$ cat src/wh_pkg.sv
package wh_pkg;

  // link and packet geometry
  localparam int flit_width_c        = 32;
  localparam int cord_width_c        = 8;
  localparam int len_width_c         = 4;
  localparam int max_payload_width_c = 88;
  localparam int packet_width_c      = cord_width_c + len_width_c + max_payload_width_c;

  // flits needed for a full packet, header included
  localparam int max_flits_c = (packet_width_c + flit_width_c - 1) / flit_width_c;
  localparam int max_len_c   = max_flits_c - 1;   // body flits after the header
  localparam int cnt_width_c = $clog2(max_flits_c);

  // cord sits in the low bits, payload on top
  typedef struct packed {
    logic [max_payload_width_c-1:0] payload;
    logic [len_width_c-1:0]         len;
    logic [cord_width_c-1:0]        cord;
  } wh_packet_s;

  // one direction of a ready/valid link
  typedef struct packed {
    logic                    v;
    logic                    ready_and_rev;  // ready for the opposite direction
    logic [flit_width_c-1:0] data;
  } wh_link_s;

  typedef enum logic {
    in_idle,
    in_send
  } wh_in_state_e;

  typedef enum logic [1:0] {
    out_header,
    out_body,
    out_full
  } wh_out_state_e;

endpackage
$ cat src/wh_router_adapter.sv
`timescale 1ns/1ps

module wh_router_adapter #(
  parameter int els_p = 2
) (
  input  logic               clk_i,
  input  logic               rst_n_i,
  input  wh_pkg::wh_packet_s packet_i,
  input  logic               v_i,
  output logic               ready_o,
  input  wh_pkg::wh_link_s   link_i,    // from the router
  output wh_pkg::wh_link_s   link_o,    // to the router
  output wh_pkg::wh_packet_s packet_o,
  output logic               v_o,
  input  logic               yumi_i
);
  import wh_pkg::*;

  logic [flit_width_c-1:0] in_data;
  logic                    in_v;
  logic                    out_ready;

  // serializer owns the forward half of link_o
  wh_adapter_in u_adapter_in (
    .clk_i       (clk_i),
    .rst_n_i     (rst_n_i),
    .packet_i    (packet_i),
    .v_i         (v_i),
    .ready_o     (ready_o),
    .link_data_o (in_data),
    .link_v_o    (in_v),
    .link_ready_i(link_i.ready_and_rev)
  );

  wh_adapter_out #(
    .els_p(els_p)
  ) u_adapter_out (
    .clk_i       (clk_i),
    .rst_n_i     (rst_n_i),
    .link_data_i (link_i.data),
    .link_v_i    (link_i.v),
    .link_ready_o(out_ready),
    .packet_o    (packet_o),
    .v_o         (v_o),
    .yumi_i      (yumi_i)
  );

  // ready_and_rev answers the router's flits, not ours
  assign link_o = '{
    v:             in_v,
    ready_and_rev: out_ready,
    data:          in_data
  };

endmodule

$ cat src/wh_adapter_out.sv
`timescale 1ns/1ps

module wh_adapter_out #(
  parameter int els_p = 2
) (
  input  logic                            clk_i,
  input  logic                            rst_n_i,
  input  logic [wh_pkg::flit_width_c-1:0] link_data_i,
  input  logic                            link_v_i,
  output logic                            link_ready_o,
  output wh_pkg::wh_packet_s              packet_o,
  output logic                            v_o,
  input  logic                            yumi_i
);
  import wh_pkg::*;

  wh_out_state_e state_r;

  logic [max_flits_c-1:0][flit_width_c-1:0] flits_r;
  logic [cnt_width_c-1:0]                   cnt_r;
  logic [cnt_width_c-1:0]                   len_r;
  logic [len_width_c-1:0]                   hdr_len;
  logic [flit_width_c-1:0]                  fifo_data;
  logic                                     fifo_push;
  logic                                     fifo_v;
  logic                                     fifo_pop;

  assign fifo_push = link_v_i & link_ready_o;

  wh_flit_fifo #(
    .els_p(els_p)
  ) u_fifo (
    .clk_i  (clk_i),
    .rst_n_i(rst_n_i),
    .data_i (link_data_i),
    .v_i    (fifo_push),
    .ready_o(link_ready_o),
    .data_o (fifo_data),
    .v_o    (fifo_v),
    .yumi_i (fifo_pop)
  );

  // buffer keeps filling while the finished packet waits
  assign fifo_pop = fifo_v & (state_r != out_full);
  assign hdr_len  = fifo_data[cord_width_c +: len_width_c];

  assign v_o      = (state_r == out_full);
  assign packet_o = packet_width_c'(flits_r);

  // slices beyond len stay zero from the header clear
  always_ff @(posedge clk_i) begin
    if (fifo_pop) begin
      if (state_r == out_header) begin
        flits_r    <= '0;
        flits_r[0] <= fifo_data;
      end else begin
        flits_r[cnt_r] <= fifo_data;
      end
    end
  end

  always_ff @(posedge clk_i or negedge rst_n_i) begin
    if (!rst_n_i) begin
      state_r <= out_header;
      cnt_r   <= '0;
      len_r   <= '0;
    end else begin
      case (state_r)
        out_header: begin
          if (fifo_pop) begin
            len_r   <= hdr_len[cnt_width_c-1:0];
            cnt_r   <= cnt_width_c'(1);  // first body slice
            state_r <= (hdr_len == '0) ? out_full : out_body;
          end
        end
        out_body: begin
          if (fifo_pop) begin
            if (cnt_r == len_r) begin
              state_r <= out_full;
            end else begin
              cnt_r <= cnt_r + 1'b1;
            end
          end
        end
        out_full: begin
          if (yumi_i) begin
            state_r <= out_header;
          end
        end
        default: begin
          state_r <= out_header;
        end
      endcase
    end
  end

  assert property (@(posedge clk_i) disable iff (!rst_n_i) yumi_i |-> v_o)
    else $error("wh_adapter_out: yumi_i without v_o");

endmodule

$ cat src/wh_adapter_in.sv
`timescale 1ns/1ps

module wh_adapter_in (
  input  logic                            clk_i,
  input  logic                            rst_n_i,
  input  wh_pkg::wh_packet_s              packet_i,
  input  logic                            v_i,
  output logic                            ready_o,
  output logic [wh_pkg::flit_width_c-1:0] link_data_o,
  output logic                            link_v_o,
  input  logic                            link_ready_i
);
  import wh_pkg::*;

  wh_in_state_e state_r;
  wh_packet_s   packet_r;

  logic [cnt_width_c-1:0]                   cnt_r;
  logic [max_flits_c-1:0][flit_width_c-1:0] flits_w;
  logic                                     accept;
  logic                                     flit_sent;
  logic                                     last_flit;

  assign ready_o   = (state_r == in_idle);
  assign accept    = v_i & ready_o;
  assign link_v_o  = (state_r == in_send);
  assign flit_sent = link_v_o & link_ready_i;

  // bits above the packet go out as zero
  assign flits_w     = (max_flits_c * flit_width_c)'(packet_r);
  assign link_data_o = flits_w[cnt_r];

  // header counts as flit zero, so the last one has index len
  assign last_flit = (cnt_r == packet_r.len[cnt_width_c-1:0]);

  always_ff @(posedge clk_i) begin
    if (accept) begin
      packet_r <= packet_i;
    end
  end

  always_ff @(posedge clk_i or negedge rst_n_i) begin
    if (!rst_n_i) begin
      state_r <= in_idle;
      cnt_r   <= '0;
    end else begin
      case (state_r)
        in_idle: begin
          if (accept) begin
            state_r <= in_send;
            cnt_r   <= '0;
          end
        end
        in_send: begin
          if (flit_sent) begin
            if (last_flit) begin
              state_r <= in_idle;  // ready again next cycle
            end else begin
              cnt_r <= cnt_r + 1'b1;
            end
          end
        end
        default: begin
          state_r <= in_idle;
        end
      endcase
    end
  end

  // a longer packet would index past the slices we hold
  assert property (@(posedge clk_i) disable iff (!rst_n_i)
    accept |-> (packet_i.len <= len_width_c'(max_len_c)))
    else $error("wh_adapter_in: length %0d above %0d", packet_i.len, max_len_c);

endmodule

$ cat src/wh_flit_fifo.sv
`timescale 1ns/1ps

module wh_flit_fifo #(
  parameter int els_p = 2
) (
  input  logic                            clk_i,
  input  logic                            rst_n_i,
  input  logic [wh_pkg::flit_width_c-1:0] data_i,
  input  logic                            v_i,
  output logic                            ready_o,
  output logic [wh_pkg::flit_width_c-1:0] data_o,
  output logic                            v_o,
  input  logic                            yumi_i
);
  import wh_pkg::*;

  localparam int ptr_width_lc = (els_p > 1) ? $clog2(els_p) : 1;
  localparam int cnt_width_lc = $clog2(els_p + 1);

  logic [flit_width_c-1:0] mem_r [els_p];
  logic [ptr_width_lc-1:0] wr_ptr_r;
  logic [ptr_width_lc-1:0] rd_ptr_r;
  logic [cnt_width_lc-1:0] count_r;

  function automatic logic [ptr_width_lc-1:0] ptr_next(input logic [ptr_width_lc-1:0] ptr);
    if (ptr == ptr_width_lc'(els_p - 1)) begin
      return '0;
    end
    return ptr + 1'b1;
  endfunction

  assign ready_o = (count_r != cnt_width_lc'(els_p));
  assign v_o     = (count_r != '0);
  assign data_o  = mem_r[rd_ptr_r];  // head is visible the cycle after the write

  always_ff @(posedge clk_i) begin
    if (v_i) begin
      mem_r[wr_ptr_r] <= data_i;
    end
  end

  always_ff @(posedge clk_i or negedge rst_n_i) begin
    if (!rst_n_i) begin
      wr_ptr_r <= '0;
      rd_ptr_r <= '0;
      count_r  <= '0;
    end else begin
      if (v_i) wr_ptr_r <= ptr_next(wr_ptr_r);
      if (yumi_i) rd_ptr_r <= ptr_next(rd_ptr_r);
      case ({v_i, yumi_i})
        2'b10:   count_r <= count_r + 1'b1;
        2'b01:   count_r <= count_r - 1'b1;
        default: count_r <= count_r;  // idle or push and pop together
      endcase
    end
  end

  // the writer must gate its valid with our ready
  assert property (@(posedge clk_i) disable iff (!rst_n_i) v_i |-> ready_o)
    else $error("wh_flit_fifo: write while full");

  assert property (@(posedge clk_i) disable iff (!rst_n_i) yumi_i |-> v_o)
    else $error("wh_flit_fifo: pop while empty");

endmodule

$ cat config.mk
export PLATFORM = sky130hd
export DESIGN_NAME = wh_router_adapter
export DESIGN_NICKNAME = d
export VERILOG_FILES = /design/src/wh_pkg.sv /design/src/wh_router_adapter.sv /design/src/wh_adapter_out.sv /design/src/wh_adapter_in.sv /design/src/wh_flit_fifo.sv
export SDC_FILE = /design/constraint.sdc
export NUM_CORES = 1
export LEC_CHECK = 0
export ABC_AREA = 1
export BUFFER_PORTS_ARGS = -buffer_cell sky130_fd_sc_hd__buf_2
export CORE_MARGIN = 2
export CORE_UTILIZATION = 53
export CTS_BUF_LIST = sky130_fd_sc_hd__clkbuf_8 sky130_fd_sc_hd__clkbuf_16
export CTS_CLUSTER_SIZE = 8
export DETAILED_ROUTE_END_ITERATION = 7
export PLACE_DENSITY = 0.85
export SETUP_SLACK_MARGIN = 0.2
export SLEW_MARGIN = 20
export SYNTH_ARGS = -nofsm -noshare
export SYNTH_HDL_FRONTEND = slang
export SYNTH_SLANG_ARGS = --single-unit
$ cat constraint.sdc
create_clock -name clk_i -period 3.31 [get_ports clk_i]
set_input_delay 0.1655 -clock clk_i [delete_from_list [all_inputs] [get_ports clk_i]]
set_output_delay 0.1655 -clock clk_i [all_outputs]
set_load 0.005 [all_outputs]
# == After elaboration in Yosys (flattened, before gate mapping) ==
# Memories as Yosys holds them, arrays and structs flattened.
# Index checks and enable logic that the tools add are counted.
# word_totals
ff_bits,241
mem_bits_rw,64
input_bits,138
output_inout_bits,136
mem_count,1
# mem_list
memory,depth,width,read_ports,rd_ports_with_merged_regs,write_ports,line_no,rtl
u_adapter_out.u_fifo.mem_r,2,32,1,0,1,wh_flit_fifo.sv:20,logic [flit_width_c-1:0] mem_r [els_p];
# op_classes
add_sub_neg,6
order_cmp,3
n_eq_ne,16
n_mux,35
n_bitwise,5
reduce_logical,10
# op_table
cell,n
128-bit bitwise mux,1
32-bit 2-to-1 mux,3
32-bit binary-select mux with 2-bit select,1
32-bit demux with 2-bit select,1
2-bit 2-to-1 mux,11
2-bit != test (second input constant),8
1-bit 2-to-1 mux,13
2-bit case mux with 2 select lines,3
4-bit AND reduction,2
2-bit by 1-bit adder with 2-bit output (second input constant),3
2-bit by 3-bit < comparator with 1-bit output (second input constant),2
2-bit case mux with 3 select lines,1
2-bit nonzero test,3
1-bit AND,4
2-bit by 1-bit == test with 1-bit output (second input constant),2
2-bit == test,2
2-bit == test (second input constant),2
4-bit zero test,1
2-bit by 1-bit != test with 1-bit output (second input constant),2
3-bit AND reduction,1
1-bit adder (second input constant),2
2-bit by 1-bit greater-or-equal comparator with 1-bit output (second input constant),1
2-bit zero test,1
1-bit case mux with 2 select lines,1
4 further kinds,4

# == Depth between registers and ports, before layout ==
# logic_depth
depth_word,6
mapped_depth,9
mapped_depth_nobuf,8

# == Hierarchy ==
# Synthesis repeated with hierarchy kept, for this count alone.
# unflattened
cells_unflattened,871
hier_area_um2,11344.6
# modules_own_cells
mod,n_inst,cells_each,area_each_um2,seq_area_each_um2
wh_adapter_out,1,391,4569.4,3153.0
wh_adapter_in,1,287,4058.9,3078.0
wh_flit_fifo,1,191,2701.3,2021.9
wh_router_adapter,1,2,15.0,0.0

# == Worst setup path before layout ==
# Ideal clock, no wire load.
# synth_timing
path_type,register to register
from,"reg u_adapter_in.state_r, in the netlist u_adapter_in.link_v_o"
to,"reg u_adapter_in.packet_r, in the netlist u_adapter_in.flits_w[0] (enable)"
setup_time_ns,0.453
arrival_ns,2.550
slack_ns,0.307
path_stages_with_launch,4
path_buffers,0
synth_period_minus_slack_ns,3.003
path_cell_list,dfrtp_1 inv_1 nand2_1 inv_1
# synth_via
elab_chain_cells,2
# synth_rtl
item,line_no,rtl
from (decl),wh_adapter_in.sv:15,wh_in_state_e state_r;
from (signal assigned),wh_adapter_in.sv:44,state_r <= in_idle;
from (signal assigned),wh_adapter_in.sv:50,state_r <= in_send;
from (signal assigned),wh_adapter_in.sv:57,state_r <= in_idle;
1-bit NOT,wh_adapter_in.sv:24,assign ready_o = (state_r == in_idle);
via ready_o,wh_router_adapter.sv:10,"output logic ready_o,"
1-bit AND,wh_adapter_in.sv:25,assign accept = v_i & ready_o;
via u_adapter_in.accept,wh_adapter_in.sv:20,logic accept;
to (signal assigned),wh_adapter_in.sv:38,packet_r <= packet_i;
to (decl),wh_adapter_in.sv:16,wh_packet_s packet_r;
# The timed path passes the listed nets, and every way through them passes these cells.
# A chain may end at the register's enable or synchronous reset.

==> out/summary.json <==
{
  "outcome": {"value": "finished clean"},
  "max_slew_margin": {"value": 29.7, "unit": "%"},
  "cts.clk_slew.worst_paths": {"value": 0.05, "unit": "ns"},
  "cts.hold.buffers_added": {"value": 136},
  "fin_crit_sh": {"value": 80.8, "unit": "%"},
  "crit_fanout": {"value": 35},
  "crit_path_category": {"value": "register to primary output"},
  "vdd_drop_max": {"value": 580, "unit": "uV"},
  "tritoncts": {"value": "yes"},
  "period_minus_slack": {"value": 2.67, "unit": "ns"},
  "sw_share": {"value": 36.3, "unit": "%"},
  "critical-path-max-stage-delay": {"value": 0.58, "unit": "ns"},
  "critical-path-top-delay-family": {"value": "buffers and inverters"},
  "synth_enable_flop_cells": {"value": 264},
  "final_layout_size_suffix_gt1_share": {"value": 24.4, "unit": "%"},
  "synth_seq_area_share": {"value": 73.6, "unit": "%"},
  "asyncSetResetFlopFracSynth": {"value": 4.69, "unit": "%"},
  "grt_pass1_wl": {"value": 48600, "unit": "um"},
  "grtUsageMet1": {"value": 34.7, "unit": "%"},
  "static-leakage-power": {"value": 6.73, "unit": "nW"},
  "floorplan.rows": {"value": 53},
  "grt_usage": {"value": 28.5, "unit": "%"},
  "p_int": {"value": 9.39, "unit": "mW"},
  "worst-slew-pin-transition": {"value": 1.05, "unit": "ns"},
  "io_pins": {"value": 274},
  "place_ws": {"value": 1.09, "unit": "ns"},
  "synthCells": {"value": 949},
  "synth_compound_area_share": {"value": 7.45, "unit": "%"},
  "cts_inserted_buffers": {"value": 40},
  "clockBufferDepth": {"value": 3},
  "cp-start-kind": {"value": "register"},
  "finalHoldViolations": {"value": 0},
  "initial_utilization": {"value": 53.7, "unit": "%"},
  "setup.worst_path.end_class": {"value": "primary output"},
  "grt_util_met3": {"value": 7.29, "unit": "%"},
  "detail-route-antenna-nets": {"value": 0},
  "area.growth.synth_to_final": {"value": 35.9, "unit": "%"},
  "power.switching": {"value": 5.35, "unit": "mW"},
  "timing.clock.skew": {"value": 0.0251, "unit": "ns"},
  "antenna_violations_before_repair": {"value": 0},
  "floorplan.core_area": {"value": 0.0209, "unit": "mm^2"},
  "finalWirelength": {"value": 32200, "unit": "um"},
  "timing.final.ws_setup": {"value": 0.635, "unit": "ns"},
  "drc_errors": {"value": 0},
  "yosys.area_share.simple": {"value": 12.7, "unit": "%"},
  "pwr-share-clk": {"value": 24.4, "unit": "%"},
  "post_synth_main_area_contributors": {"value": "sky130_fd_sc_hd__edfxtp_1 (71%), sky130_fd_sc_hd__nor2_1 (6.8%), sky130_fd_sc_hd__nand2_1 (5.3%)"},
  "postPlaceCellArea": {"value": 0.0128, "unit": "mm^2"},
  "netlist.top_cell.by_area": {"value": "sky130_fd_sc_hd__edfxtp_1"},
  "drt-wirelength-per-cell": {"value": 19.5, "unit": "um"},
  "gp_congestion": {"value": 0.850},
  "critPathSlowestCell": {"value": "sky130_fd_sc_hd__nor2_4"},
  "worst-endpoint-required": {"value": 3.14, "unit": "ns"},
  "combinational_family_with_the_most_area_after_synthesis": {"value": "simple AND/OR/NAND/NOR gates"},
  "yosys_cell_types": {"value": 24},
  "met2_usage": {"value": 48.4, "unit": "%"},
  "finalMaxSlewViolations": {"value": 0},
  "syn_area_per_cell": {"value": 11.8, "unit": "um^2"},
  "comb_power_share": {"value": 34.6, "unit": "%"},
  "finalSetupViolations": {"value": 0},
  "most_frequently_used_cell_type_in_the_post_synthesis_netlist": {"value": "sky130_fd_sc_hd__edfxtp_1"},
  "vias_per_cell": {"value": 5.42},
  "maxCapViolCount": {"value": 0},
  "totalPowerFinal": {"value": 14.7, "unit": "mW"},
  "postSynthRegisterBits": {"value": 277},
  "cts-htree-levels": {"value": 2},
  "dr.first_iter.drc_count": {"value": 800},
  "synthDominantCellAreaShare": {"value": 70.7, "unit": "%"},
  "timing.critical_path.cells": {"value": "buf_4, inv_1, nor2_4, nand2_1, o21ai_0, buf_2"},
  "num_antenna_cells": {"value": 0},
  "hold_path.class": {"value": "input port to register"},
  "post_synthesis_instance_area": {"value": 0.0112, "unit": "mm^2"},
  "grt_max_degree": {"value": 101},
  "clock_insertion_delay_worst_skew": {"value": 0.51, "unit": "ns"},
  "die_ar": {"value": 0.0223, "unit": "mm^2"},
  "total_via_count_after_detailed_routing": {"value": 8960},
  "fin_area": {"value": 0.0152, "unit": "mm^2"},
  "die_x": {"value": 149, "unit": "um"},
  "floorplan.die.height": {"value": 149, "unit": "um"},
  "half_perimeter_wire_length_after_placement": {"value": 17700, "unit": "um"},
  "mappedNetlistNets": {"value": 1092},
  "timing.critical_path.buf_inv": {"value": 3},
  "post_synth_fa_ha_maj_area_fraction": {"value": 0.558, "unit": "%"},
  "grt_pass1_vias": {"value": 9107},
  "cp_data_arrival_time": {"value": 2.51, "unit": "ns"},
  "top_usage_layer": {"value": "met2"},
  "pwr-share-seq": {"value": 41.0, "unit": "%"},
  "layout.core_utilization": {"value": 73.0, "unit": "%"},
  "rsz0062_at_grt": {"value": "false"},
  "post_synth_most_frequent_cells": {"value": "sky130_fd_sc_hd__edfxtp_1 (264), sky130_fd_sc_hd__nor2_1 (204), sky130_fd_sc_hd__nand2_1 (158)"},
  "clock-sinks": {"value": 277},
  "io_buffer_count": {"value": 273},
  "grt_overflow_total": {"value": 0},
  "maxClockFrequency": {"value": 0.374, "unit": "GHz"},
  "postSynth.topFlopCell": {"value": "sky130_fd_sc_hd__edfxtp_1"},
  "post_synth_mux_area_share": {"value": 0, "unit": "%"},
  "power_density": {"value": 966, "unit": "mW/mm^2"},
  "detail_route.first_pass.iterations": {"value": 5},
  "setup_total_neg_slack": {"value": 0, "unit": "ns"},
  "ys.warnings.count": {"value": 0},
  "clockRootBuffer": {"value": "sky130_fd_sc_hd__clkbuf_16"},
  "fin_nets": {"value": 1506},
  "postCtsResizedCells": {"value": 0},
  "post_cts_buffers": {"value": 0},
  "synth_xor_xnor_area_share": {"value": 0.390, "unit": "%"}
}
[state kept, by name, summed over array words and instances, names as in the netlist]
name / flops
u_adapter_out.u_fifo.mem_r: 64
u_adapter_out.u_fifo.rd_ptr_r: 1
u_adapter_out.u_fifo.wr_ptr_r: 1
u_adapter_out.state_r: 2
u_adapter_out.len_r: 2
u_adapter_out.u_fifo.count_r: 2
u_adapter_in.link_v_o: 1
u_adapter_out.packet_o: 100
u_adapter_in.cnt_r: 2
u_adapter_in.flits_w: 100
u_adapter_out.cnt_r: 2
[final cells by class]
cell class / instances / area, um^2
clock buffers: 41 / 1030
clock inverters: 16 / 71.3
fillers: 1274 / 5640
inverters: 93 / 350
multi-input cells: 533 / 2390
flip-flops and latches: 277 / 8250
well taps: 275 / 344
repair buffers: 418 / 2810
[routing by layer]
layer	vias up	part of all wire (%)
met4	0	3.7
met1	4144	35
met2	685	49
met3	96	12
li1	4035	-
met5	-	0
[through the flow]
stage | hold WS (ns) | std cells
floorplan | -0.130 | 949
global placement | 0.0631 | 1460
detailed placement | 0.0727 | 1460
CTS | 0.0106 | 1653
global route | 0.0640 | 1653
finish | 0.0377 | 1653
[worst min-delay path, cell delays in order]
cell                      delay [ns]
sky130_fd_sc_hd__buf_2          0.10
sky130_fd_sc_hd__nand2_1        0.09
sky130_fd_sc_hd__o21ai_0        0.09
sky130_fd_sc_hd__nand2_1        0.06
[power groups by stage]
stage	logic, mW	clock network (mW)	registers [mW]
global placement	4.61	0	6.00
detailed placement	4.81	0	6.05
floorplan	2.87	0	6.06
global route	5.67	3.77	6.12
finish	5.10	3.60	6.04
CTS	5.00	3.59	6.00
[kinds of logic after synthesis]
family | Yosys count
simple gates | 372
buf+inv | 139
xor+xnor | 5
flops | 277
compound gates | 151
fa+ha+maj | 5
[path summary, 6_finish.rpt]
kind	startpoint	endpoint	slack [ns]	cells after the start
min	link_i[32]	u_adapter_in.link_v_o	0.04	4
min reg2reg	u_adapter_out.u_fifo.count_r[1]	u_adapter_out.u_fifo.count_r[1]	0.51	1
min in group asynchronous	rst_n_i	u_adapter_in.link_v_o	0.08	2
max reg2reg	u_adapter_out.cnt_r[1]	u_adapter_out.packet_o[45]	1.02	6
max	u_adapter_in.cnt_r[1]	link_o[9]	0.64	6
max in group asynchronous	rst_n_i	u_adapter_out.cnt_r[0]	2.99	2
[cells in the final DEF, fill, tap and decap left out, types with 4 or more instances in the layout]
cell type | synthesis | final
sky130_fd_sc_hd__a21oi_1 | 34 | 34
sky130_fd_sc_hd__buf_2 | 20 | 273
sky130_fd_sc_hd__buf_4 | 13 | 8
sky130_fd_sc_hd__clkbuf_16 | 0 | 41
sky130_fd_sc_hd__dfrtp_1 | 13 | 13
sky130_fd_sc_hd__dlygate4sd3_1 | 0 | 136
sky130_fd_sc_hd__edfxtp_1 | 264 | 264
sky130_fd_sc_hd__ha_1 | 5 | 5
sky130_fd_sc_hd__inv_1 | 91 | 102
sky130_fd_sc_hd__nand2_1 | 158 | 158
sky130_fd_sc_hd__nand3_1 | 4 | 4
sky130_fd_sc_hd__nor2_1 | 204 | 201
sky130_fd_sc_hd__nor2_4 | 1 | 6
sky130_fd_sc_hd__o211ai_1 | 4 | 4
sky130_fd_sc_hd__o21ai_0 | 78 | 78
sky130_fd_sc_hd__o21ai_1 | 5 | 5
sky130_fd_sc_hd__o22ai_1 | 4 | 4
sky130_fd_sc_hd__o31ai_1 | 26 | 26
Note: power is estimated with default switching activity, not from simulation.
